## src/common/zsys_pkg.sv

```systemverilog
`default_nettype none

package zsys_pkg;

	////////////////////
	// bus widths
	////////////////////

	typedef logic [15:0] zaddr_t;
	typedef logic [7:0]  zbyte_t;
	typedef logic [7:0]  page_t;
	typedef logic [20:0] daddr_t;
	typedef logic [15:0] dword_t;

	// one-hot with bit 0 for the even byte
	typedef logic [1:0]  bsel_t;

	// bit 1 marks i/o and bit 0 marks writes
	typedef enum logic [1:0] {
		mem_rd = 2'b00,
		mem_wr = 2'b01,
		io_rd  = 2'b10,
		io_wr  = 2'b11
	} cyc_kind_t;

	////////////////////
	// records
	////////////////////

	typedef struct packed {
		cyc_kind_t kind;
		zaddr_t    addr;
		zbyte_t    data;
	} zcyc_t;

	typedef struct packed {
		daddr_t addr;
		dword_t wdata;
		bsel_t  bsel;
		logic   rnw;
	} dram_req_t;

	typedef struct packed {
		zbyte_t data;
		logic   drive;
	} zres_t;

	// window pages 3..0
	localparam page_t [3:0] pages_rst = {8'd0, 8'd2, 8'd5, 8'd0};
	localparam zbyte_t memconf_rst = 8'h01;

endpackage

`default_nettype wire
```

## src/hw/zsys.sv

```systemverilog
`default_nettype none
`timescale 1ns/100ps

module zsys #(
	parameter zsys_pkg::zbyte_t PORT_LO = 8'hAF
) (
	input  wire                     fclk,
	input  wire                     rst_n,

	// z80
	input  wire                     iorq_n,
	input  wire                     mreq_n,
	input  wire                     rd_n,
	input  wire                     wr_n,
	input  zsys_pkg::zaddr_t        a,
	input  zsys_pkg::zbyte_t        d_in,
	output zsys_pkg::zbyte_t        d_out,
	output logic                    d_oe,
	output logic                    wait_n,

	// dram
	output zsys_pkg::dram_req_t     dram_req,
	output logic                    dram_valid,
	input  wire                     dram_ready,
	input  wire                     dram_rvalid,
	input  zsys_pkg::dword_t        dram_rdata
);

	zsys_pkg::zcyc_t        cyc;
	logic                   cyc_valid;
	logic                   cyc_ready;
	logic                   is_io;
	logic                   io_ready;
	logic                   mem_ready;
	logic                   busy;
	logic                   idle;
	zsys_pkg::zres_t        io_res;
	logic                   io_valid;
	zsys_pkg::zres_t        mem_res;
	logic                   mem_valid;
	zsys_pkg::page_t [3:0]  pages;
	logic                   wprot;

	assign is_io     = (cyc.kind == zsys_pkg::io_rd) || (cyc.kind == zsys_pkg::io_wr);
	assign cyc_ready = io_ready | mem_ready;

	////////////////////
	// decode
	////////////////////

	zsignals zsignals (
		.fclk(fclk), .rst_n(rst_n),
		.iorq_n(iorq_n), .mreq_n(mreq_n), .rd_n(rd_n), .wr_n(wr_n),
		.a(a), .d_in(d_in),
		.cyc(cyc), .cyc_valid(cyc_valid), .cyc_ready(cyc_ready),
		.busy(busy), .idle(idle)
	);

	////////////////////
	// execute
	////////////////////

	zports #(.PORT_LO(PORT_LO)) zports (
		.fclk(fclk), .rst_n(rst_n),
		.cyc(cyc), .cyc_valid(cyc_valid && is_io), .cyc_ready(io_ready),
		.res(io_res), .res_valid(io_valid),
		.pages(pages), .wprot(wprot)
	);

	zmem z80mem (
		.fclk(fclk), .rst_n(rst_n),
		.cyc(cyc), .cyc_valid(cyc_valid && !is_io), .cyc_ready(mem_ready),
		.pages(pages), .wprot(wprot),
		.dram_req(dram_req), .dram_valid(dram_valid), .dram_ready(dram_ready),
		.dram_rvalid(dram_rvalid), .dram_rdata(dram_rdata),
		.res(mem_res), .res_valid(mem_valid)
	);

	// back toward the cpu
	zdata zdata (
		.fclk(fclk), .rst_n(rst_n),
		.busy(busy), .idle(idle),
		.io_res(io_res), .io_valid(io_valid),
		.mem_res(mem_res), .mem_valid(mem_valid),
		.d_out(d_out), .d_oe(d_oe), .wait_n(wait_n)
	);

endmodule

`default_nettype wire

```

## src/hw/zdata.sv

```systemverilog
`default_nettype none
`timescale 1ns/100ps

module zdata (
	input  wire                 fclk,
	input  wire                 rst_n,

	input  wire                 busy,
	input  wire                 idle,

	input  zsys_pkg::zres_t     io_res,
	input  wire                 io_valid,
	input  zsys_pkg::zres_t     mem_res,
	input  wire                 mem_valid,

	output zsys_pkg::zbyte_t    d_out,
	output logic                d_oe,
	output logic                wait_n
);

	typedef enum logic [1:0] {
		st_idle,
		st_wait,
		st_done
	} state_t;

	state_t          state;
	zsys_pkg::zres_t res;
	logic            res_valid;

	// only one source is ever pending
	assign res_valid = io_valid || mem_valid;
	assign res       = io_valid ? io_res : mem_res;

	always_ff @(posedge fclk or negedge rst_n) begin
		if (!rst_n) begin
			state  <= st_idle;
			wait_n <= 1'b1;
			d_oe   <= 1'b0;
		end else begin
			case (state)
				st_idle:
					if (busy) begin
						state  <= st_wait;
						wait_n <= 1'b0;
					end
				st_wait:
					if (res_valid) begin
						state  <= st_done;
						wait_n <= 1'b1;
						d_oe   <= res.drive;
					end
				st_done:
					// next cycle may already be in the first sync stage
					if (idle) begin
						d_oe   <= 1'b0;
						state  <= busy ? st_wait : st_idle;
						wait_n <= ~busy;
					end
				default:
					state <= st_idle;
			endcase
		end
	end

	always_ff @(posedge fclk) begin
		if (state == st_wait && res_valid)
			d_out <= res.data;
	end

endmodule

`default_nettype wire

```

## src/zmem/zmem.sv

```systemverilog
`default_nettype none
`timescale 1ns/100ps

module zmem (
	input  wire                     fclk,
	input  wire                     rst_n,

	input  zsys_pkg::zcyc_t         cyc,
	input  wire                     cyc_valid,
	output logic                    cyc_ready,

	input  zsys_pkg::page_t [3:0]   pages,
	input  wire                     wprot,

	output zsys_pkg::dram_req_t     dram_req,
	output logic                    dram_valid,
	input  wire                     dram_ready,
	input  wire                     dram_rvalid,
	input  zsys_pkg::dword_t        dram_rdata,

	output zsys_pkg::zres_t         res,
	output logic                    res_valid
);

	typedef enum logic [1:0] {
		st_idle,
		st_request,
		st_wait_data,
		st_done
	} state_t;

	state_t          state;
	zsys_pkg::page_t page;
	logic            is_mem;
	logic            accept;
	logic            protect;

	assign is_mem = (cyc.kind == zsys_pkg::mem_rd) || (cyc.kind == zsys_pkg::mem_wr);

	assign cyc_ready = is_mem && (state == st_idle);
	assign accept    = cyc_valid && cyc_ready;

	// window select from a15..a14
	assign page = pages[cyc.addr[15:14]];

	// window 0 stands in for rom
	assign protect = wprot && (cyc.kind == zsys_pkg::mem_wr) && (cyc.addr[15:14] == 2'b00);

	assign res_valid = (state == st_done);

	////////////////////
	// fsm
	////////////////////

	always_ff @(posedge fclk or negedge rst_n) begin
		if (!rst_n) begin
			state      <= st_idle;
			dram_valid <= 1'b0;
		end else begin
			case (state)
				st_idle:
					if (accept) begin
						if (protect) begin
							state <= st_done;
						end else begin
							state      <= st_request;
							dram_valid <= 1'b1;
						end
					end
				st_request:
					if (dram_ready) begin
						dram_valid <= 1'b0;
						state      <= dram_req.rnw ? st_wait_data : st_done;
					end
				st_wait_data:
					if (dram_rvalid)
						state <= st_done;
				default:
					state <= st_idle;
			endcase
		end
	end

	// request and result payload
	always_ff @(posedge fclk) begin
		if (accept) begin
			dram_req.addr  <= {page, cyc.addr[13:1]};
			dram_req.wdata <= {cyc.data, cyc.data};
			dram_req.bsel  <= cyc.addr[0] ? 2'b10 : 2'b01;
			dram_req.rnw   <= (cyc.kind == zsys_pkg::mem_rd);
			res.data       <= cyc.data;
			res.drive      <= 1'b0;
		end
		if (state == st_wait_data && dram_rvalid) begin
			res.data  <= dram_req.bsel[1] ? dram_rdata[15:8] : dram_rdata[7:0];
			res.drive <= 1'b1;
		end
	end

endmodule

`default_nettype wire

```

## src/hw/zports.sv

```systemverilog
`default_nettype none
`timescale 1ns/100ps

module zports #(
	parameter zsys_pkg::zbyte_t PORT_LO = 8'hAF
) (
	input  wire                     fclk,
	input  wire                     rst_n,

	input  zsys_pkg::zcyc_t         cyc,
	input  wire                     cyc_valid,
	output logic                    cyc_ready,

	output zsys_pkg::zres_t         res,
	output logic                    res_valid,

	output zsys_pkg::page_t [3:0]   pages,
	output logic                    wprot
);

	zsys_pkg::zbyte_t memconf;
	zsys_pkg::zbyte_t rd_val;
	zsys_pkg::zbyte_t hi;
	logic             port_hit;
	logic             pg_hit;
	logic             mc_hit;
	logic             is_wr;
	logic             accept;

	// takes every i/o cycle without back-pressure
	assign cyc_ready = (cyc.kind == zsys_pkg::io_rd) || (cyc.kind == zsys_pkg::io_wr);
	assign accept    = cyc_valid && cyc_ready;
	assign is_wr     = (cyc.kind == zsys_pkg::io_wr);

	////////////////////
	// decode
	////////////////////

	assign hi       = cyc.addr[15:8];
	assign port_hit = (cyc.addr[7:0] == PORT_LO);

	// #10AF..#13AF
	assign pg_hit = port_hit && (hi[7:2] == 6'b000100);
	// #21AF
	assign mc_hit = port_hit && (hi == 8'h21);

	assign rd_val = pg_hit ? pages[hi[1:0]] : memconf;

	assign wprot = memconf[0];

	////////////////////
	// registers
	////////////////////

	always_ff @(posedge fclk or negedge rst_n) begin
		if (!rst_n) begin
			pages   <= zsys_pkg::pages_rst;
			memconf <= zsys_pkg::memconf_rst;
		end else if (accept && is_wr) begin
			if (pg_hit)
				pages[hi[1:0]] <= cyc.data;
			if (mc_hit)
				memconf <= cyc.data;
		end
	end

	always_ff @(posedge fclk or negedge rst_n) begin
		if (!rst_n)
			res_valid <= 1'b0;
		else
			res_valid <= accept;
	end

	// result payload
	always_ff @(posedge fclk) begin
		if (accept) begin
			res.data  <= rd_val;
			res.drive <= !is_wr && (pg_hit || mc_hit);
		end
	end

endmodule

`default_nettype wire

```

## src/hw/zsignals.sv

```systemverilog
`default_nettype none
`timescale 1ns/100ps

module zsignals (
	input  wire                 fclk,
	input  wire                 rst_n,

	input  wire                 iorq_n,
	input  wire                 mreq_n,
	input  wire                 rd_n,
	input  wire                 wr_n,
	input  zsys_pkg::zaddr_t    a,
	input  zsys_pkg::zbyte_t    d_in,

	output zsys_pkg::zcyc_t     cyc,
	output logic                cyc_valid,
	input  wire                 cyc_ready,

	output logic                busy,
	output logic                idle
);

	// strobe order is iorq, mreq, rd, wr
	logic [3:0] strb_s1;
	logic [3:0] strb_s2;
	logic       pair_s1;
	logic       pair_s2;
	logic       armed;
	logic       capture;

	function automatic logic pair_on(input logic [3:0] s);
		pair_on = (~s[3] | ~s[2]) & (~s[1] | ~s[0]);
	endfunction

	always_ff @(posedge fclk or negedge rst_n) begin
		if (!rst_n) begin
			strb_s1 <= 4'b1111;
			strb_s2 <= 4'b1111;
		end else begin
			strb_s1 <= {iorq_n, mreq_n, rd_n, wr_n};
			strb_s2 <= strb_s1;
		end
	end

	assign pair_s1 = pair_on(strb_s1);
	assign pair_s2 = pair_on(strb_s2);

	assign busy = pair_s1;
	assign idle = ~pair_s2;

	// one record per strobe assertion
	assign capture = pair_s2 && armed && !cyc_valid;

	always_ff @(posedge fclk or negedge rst_n) begin
		if (!rst_n) begin
			cyc_valid <= 1'b0;
			armed     <= 1'b0;
		end else begin
			if (capture) begin
				cyc_valid <= 1'b1;
				armed     <= 1'b0;
			end else if (cyc_valid && cyc_ready) begin
				cyc_valid <= 1'b0;
			end
			if (!pair_s2)
				armed <= 1'b1;
		end
	end

	always_ff @(posedge fclk) begin
		if (capture) begin
			cyc.kind <= zsys_pkg::cyc_kind_t'({~strb_s2[3], ~strb_s2[0]});
			cyc.addr <= a;
			cyc.data <= d_in;
		end
	end

endmodule

`default_nettype wire

```

## config.mk

```make
export PLATFORM = sky130hd
export DESIGN_NAME = zsys
export DESIGN_NICKNAME = d
export VERILOG_FILES = /design/src/common/zsys_pkg.sv /design/src/hw/zsys.sv /design/src/hw/zdata.sv /design/src/zmem/zmem.sv /design/src/hw/zports.sv /design/src/hw/zsignals.sv
export SDC_FILE = /design/constraint.sdc
export NUM_CORES = 1
export LEC_CHECK = 0
export BUFFER_PORTS_ARGS = -buffer_cell sky130_fd_sc_hd__buf_2
export CAP_MARGIN = 20
export CORE_ASPECT_RATIO = 0.7
export CORE_UTILIZATION = 35
export DETAILED_ROUTE_END_ITERATION = 6
export HOLD_SLACK_MARGIN = 0.12
export PLACE_DENSITY = 0.53
export RECOVER_POWER = 100
export SLEW_MARGIN = 10
export SYNTH_ARGS = -nofsm -noshare
export SYNTH_HDL_FRONTEND = slang
export SYNTH_HIERARCHICAL = 1
export SYNTH_SLANG_ARGS = --single-unit
```

## constraint.sdc

```tcl
create_clock -name fclk -period 2.9 [get_ports fclk]
set_input_delay 0.725 -clock fclk [delete_from_list [all_inputs] [get_ports fclk]]
set_output_delay 0.725 -clock fclk [all_outputs]
set_load 0.02 [all_outputs]
```

==> results_dict.tcl, run 1 <==
set metrics [dict create \
    ctsResizeCount 0 \
    cp-startpoint "zsignals/cyc[14]$_DFFE_PP_" \
    finalHoldViolations 0 \
    grt_max_degree 38 \
    layout_common_cells "edfxtp_1, clkbuf_1, buf_2" \
    pin_count 99 \
    cts.path.max_buffers 2 \
    grt_usage_pct 14.95 \
    viasPerCell 4.708 \
    use_met2_pct 22.21 \
    cts_tree "built" \
    busiest_layer "met2" \
    drive_gt1_share_pct 34.68 \
    power_density_mw_per_mm2 763.0 \
    cap_violations 1 \
    drt_iter0_drc 195 \
    syn-num-nets 409 \
    status "complete, but fails checks" \
    die_h_um 112.3 \
    critPathBufInv 1 \
    grt_pass1_wl_um 19570 \
    postSynthCellCount 351 \
    die_w_um 159.6 \
    grt-ovfl-total 0 \
    met3_usage_pct 5.063 \
    clk_pin_slew_ps 60 \
    synth.cell_area_mm2 0.006083 \
    clk_latency_ps 410 \
    critical_path.cell_chain "nor4b_2 -> nand4_1 -> clkbuf_1 -> nor4_4 -> mux2_2" \
    avgSynthCellArea_um2 17.33 \
    critPathMaxFanout 10 \
    vias 3272 \
    ys_seq_area_share_pct 65.43 \
    pre_cts_ws_ps 555.4 \
    worst_path_largest_cell_delay_ps 730 \
    die_area_mm2 0.01792 \
    synth_largest_area_cell "edfxtp_1" \
    port-buffer-count 98 \
    synth_cell_type_count 57 \
    min-delay-start "zsignals/strb_s1[1]$_DFF_PN1_" \
    grt_antenna_before_repair 0 \
    fmax_ghz 0.4004 \
    fp.coreArea_mm2 0.01664 \
    path_class "register to register" \
    crit_slowest_cell "nor4_4" \
    fin_crit_ps 2497 \
    synth.ff_latch_count 142 \
    stdcell_count 695 \
    grt_pass1_vias 3490 \
    cp.arrival_ps 2790 \
    r2r-start "zsignals/cyc[14]$_DFFE_PP_" \
    initial_utilization_pct 36.56 \
    hpwl_um 8436 \
    drv_slew 27 \
    worstPathRequired_ps 3190 \
    finalClockSkew_ps 8.413 \
    cts_setup_buffers 0 \
    rsz0062_at_grt "false" \
    cts_max_level 4 \
    dr.pass1.iters 5 \
    place.gp.congestion 0.7849 \
    design_area_mm2 0.007116 \
    critPathCaptureType "register" \
    syn2layout_area_growth_pct 16.97 \
    cts_root_buf "clkbuf_16" \
    p_leak_nw 2.862 \
    placed_area_mm2 0.006790 \
    synth_area_leaders "edfxtp_1, dfrtp_1, mux2_2" \
    wl_per_cell_um 17.70 \
    row_count 39 \
    dp_cells 663 \
    cp-start-kind "register" \
    gr-usage-met1_pct 20.68 \
    synth_top_area_share_pct 40.97 \
    numCtsBuffers 17 \
    layout_commonest_cell "edfxtp_1" \
    wl_um 12300 \
    diodes 0 \
    tightest_slew_ps 1700 \
    yosys_warnings 6 \
    detail-route-antenna-nets 0 \
    num-nets-final 515 \
    cts_hold_buf 0 \
    setup_violations 0 \
    cp_top_family "simple AND/OR/NAND/NOR gates" \
    finalWorstSetupSlack_ps 402.7 \
    hold_class "register to register" \
    clock-sinks 142 \
    max_slew_margin_pct -13.32 \
    drc 0 \
    final.setup.tns_ps 0 \
    violations "capacitance limit, slew limit" \
    max-vdd-ir-drop_mv 0.3960 \
    timing.final.crit_share_pct 86.11 \
]
stage by stage:
stage	hold slack [ps]	utilization, %	total power [mW]
finish	367.6	42.76	5.429
detailed placement	357.9	40.81	3.559
floorplan	353.8	-	3.254
global placement	357.1	40.81	3.537
global route	381.3	42.76	5.703
CTS	290.3	44.08	5.577
where the power goes:
| group | leakage [nW] | switching, mW | internal [mW] |
|---|---|---|---|
| combinational | 1.08 | 0.499 | 0.353 |
| sequential | 1.51 | 0.157 | 2.42 |
| clock | 0.267 | 0.852 | 1.15 |
logic make-up after synthesis:
group	Yosys count	synth area share, %
multiplexers	85	19.66
AND/OR/NAND/NOR	50	5.800
adder cells (fa/ha/maj)	10	2.057
flip-flops	142	65.43
AO/OA/AOI/OAI	29	3.764
buffers and inverters	35	3.291
synth_stat cells, drive strengths merged:
master / count
nor2: 8
a211oi: 1
dfstp: 13
inv: 16
a22o: 1
o22ai: 1
or4: 1
nand4: 2
nor3: 1
buf: 17
o2bb2ai: 1
nand3: 2
nor4b: 1
nand2: 14
and4b: 1
o21ai: 12
nand4b: 1
nand3b: 1
a2bb2oi: 1
nand2b: 2
and2b: 2
mux4: 16
a22oi: 1
or4b: 2
edfxtp: 83
a21oi: 5
or2: 1
ha: 10
nor2b: 5
clkbuf: 2
mux2i: 10
dfrtp: 45
nor4: 2
o21bai: 1
and4bb: 1
or3: 1
and2: 2
o221a: 1
o32a: 1
mux2: 59
a21o: 1
dfxtp: 1
a2111oi: 2
area by class of cell:
type	count	area [um2]
Multi-Input combinational cell	174	1787
Fill cell	1564	9524
Tap cell	225	281.5
Inverter	16	60.06
Clock inverter	11	82.58
Clock buffer	21	461.7
Sequential cell	142	3980
Timing Repair Buffer	106	462.9
sequential cells by signal, summed over array words and instances, names as in the netlist:
name                cells
zsignals/strb_s1        4
zports/res_valid        1
z80mem/state            2
zdata/d_out             8
z80mem/dram_req        32
zsignals/armed          1
zsignals/cyc           26
zports/pages           32
zdata/state             2
zdata/wait_n            1
zsignals/cyc_valid      1
z80mem/res              9
zsignals/strb_s2        4
zdata/d_oe              1
z80mem/dram_valid       1
zports/memconf          8
zports/res              9
worst reg2reg max path: cells and delay by family (launching register included):
| kind | cells | cell delay, ps |
|---|---|---|
| AND/OR/NAND/NOR | 3 | 1220 |
| flip-flops | 1 | 420 |
| multiplexers | 1 | 410 |
| buffers and inverters | 1 | 330 |
routing by layer:
| layer | wire (um) | vias up |
|---|---|---|
| met2 | 5423 | 97 |
| met5 | 0 | - |
| met3 | 632 | 7 |
| met4 | 67 | 0 |
| met1 | 6177 | 1626 |
| li1 | - | 1542 |
final timing paths:
| check | endpoint | cells past startpoint | slack, ps |
|---|---|---|---|
| max in group asynchronous | z80mem/state[1]$_DFFE_PN0P_ | 2 | 750 |
| min reg2reg | zsignals/strb_s2[1]$_DFF_PN1_ | 0 | 370 |
| min | zsignals/strb_s2[1]$_DFF_PN1_ | 0 | 370 |
| max | zports/pages[6]$_DFFE_PN0P_ | 5 | 400 |
| min in group asynchronous | zports/pages[29]$_DFFE_PN0P_ | 1 | 540 |
| max reg2reg | zports/pages[6]$_DFFE_PN0P_ | 5 | 400 |
Note: power is estimated with default switching activity, not from simulation.
==> run 2, diff against run 1 <==
CORE_MARGIN = 10   (was default)
==> results_dict.tcl, run 2 (synthesized netlist as in run 1, its figures left out) <==
set metrics [dict create \
    timing.final.crit_share_pct 85.66 \
    clk_latency_ps 410 \
    syn2layout_area_growth_pct 18.06 \
    vias 3308 \
    grt_pass1_wl_um 21220 \
    fmax_ghz 0.4026 \
    drt_iter0_drc 163 \
    reg_top3 "z80mem/dram_req (32), zports/pages (32), zsignals/cyc (26)" \
    layout_commonest_cell "edfxtp_1" \
    finalClockSkew_ps 11.48 \
    finalHoldViolations 0 \
    grt_pass1_vias 3683 \
    hpwl_um 9613 \
    grt_usage_pct 12.17 \
    cts_max_level 4 \
    cts_root_buf "clkbuf_16" \
    drive_gt1_share_pct 35.32 \
    initial_utilization_pct 35.54 \
    p_total_mw 5.625 \
    dr.pass1.iters 4 \
    critPathCaptureType "register" \
    die_w_um 177.6 \
    pre_cts_ws_ps 557.6 \
    grt_max_degree 38 \
    status "finished clean" \
    tightest_slew_ps 1244 \
    hold_class "register to register" \
    finalWorstSetupSlack_ps 415.9 \
    cts_setup_buffers 0 \
    pin_count 99 \
    p_leak_nw 2.906 \
    finish.utilization_pct 41.96 \
    max_slew_margin_pct 17.08 \
    cts_hold_buf 0 \
    die_area_mm2 0.02314 \
    final.setup.tns_ps 0 \
    ctsResizeCount 0 \
    drc 0 \
    clk_pin_slew_ps 60 \
    cts_tree "built" \
    viasPerCell 4.712 \
    detail-route-antenna-nets 0 \
    place.gp.congestion 0.7675 \
    drv_slew 0 \
    cp-start-kind "register" \
    die_h_um 130.3 \
    wl_um 13530 \
    cp.arrival_ps 2770 \
    num-nets-final 515 \
    power_density_mw_per_mm2 783.3 \
    fin_crit_ps 2484 \
    path_class "register to register" \
    setup_violations 0 \
    wl_per_cell_um 19.27 \
    layout_common_cells "edfxtp_1, clkbuf_1, buf_2" \
    cap_violations 0 \
    cts.path.max_buffers 2 \
    row_count 40 \
    numCtsBuffers 17 \
    grt-ovfl-total 0 \
    critPathMaxFanout 10 \
    port-buffer-count 98 \
    worstPathRequired_ps 3190 \
    rsz0062_at_grt "false" \
    max-vdd-ir-drop_mv 0.3559 \
    fp.coreArea_mm2 0.01712 \
    clock-sinks 142 \
    grt_antenna_before_repair 0 \
]
## run 2: where the power goes
group	switching, mW	internal [mW]	total, mW
clock	0.883	1.32	2.20
sequential	0.153	2.42	2.57
combinational	0.507	0.350	0.857
## run 2: critical path: stages, from the launching register on
cell and delay (ps):
edfxtp_1 410, nor4b_1 360, nand4_1 210, clkbuf_2 290
nor4_4 680, mux2_2 410
## run 2: metrics by stage
| stage | cell area, um2 | cells | hold slack (ps) |
|---|---|---|---|
| floorplan | 6083 | 351 | 353.8 |
| global placement | 6810 | 669 | 358.1 |
| detailed placement | 6810 | 669 | 357.3 |
| CTS | 7421 | 701 | 312.0 |
| global route | 7179 | 701 | 373.7 |
| finish | 7182 | 702 | 369.5 |
## run 2: cell type report
type / count / area (um2)
antenna: 1 / 2.502
clock buffer: 21 / 525.5
clock inverter: 11 / 85.08
fill: 1648 / 9935
inverter: 16 / 60.06
multi-input combinational: 174 / 1774
sequential: 142 / 3980
tap: 231 / 289.0
timing repair buffer: 106 / 465.4
## run 2: final timing paths
kind	depth (start not counted)	end	start	slack (ps)
worst max-delay path	5	zports/pages[2]$_DFFE_PN0P_	zsignals/cyc[14]$_DFFE_PP_	420
worst min-delay path	0	zsignals/strb_s2[1]$_DFF_PN1_	zsignals/strb_s1[1]$_DFF_PN1_	370
worst max register to register	5	zports/pages[2]$_DFFE_PN0P_	zsignals/cyc[14]$_DFFE_PP_	420
worst min register to register	0	zsignals/strb_s2[1]$_DFF_PN1_	zsignals/strb_s1[1]$_DFF_PN1_	370
max in group asynchronous	2	zsignals/armed$_DFFE_PN0P_	rst_n	730
min in group asynchronous	1	zports/pages[20]$_DFFE_PN0P_	rst_n	570
## run 2: routing by layer
layer  up-vias  GRT usage (%)  part of all wire (%)
met5         -              0                     0
met4         0          3.715                  0.27
met3         4          4.330                   7.8
met2       101          17.80                    44
met1      1669          16.59                    48
li1       1534              -                     -
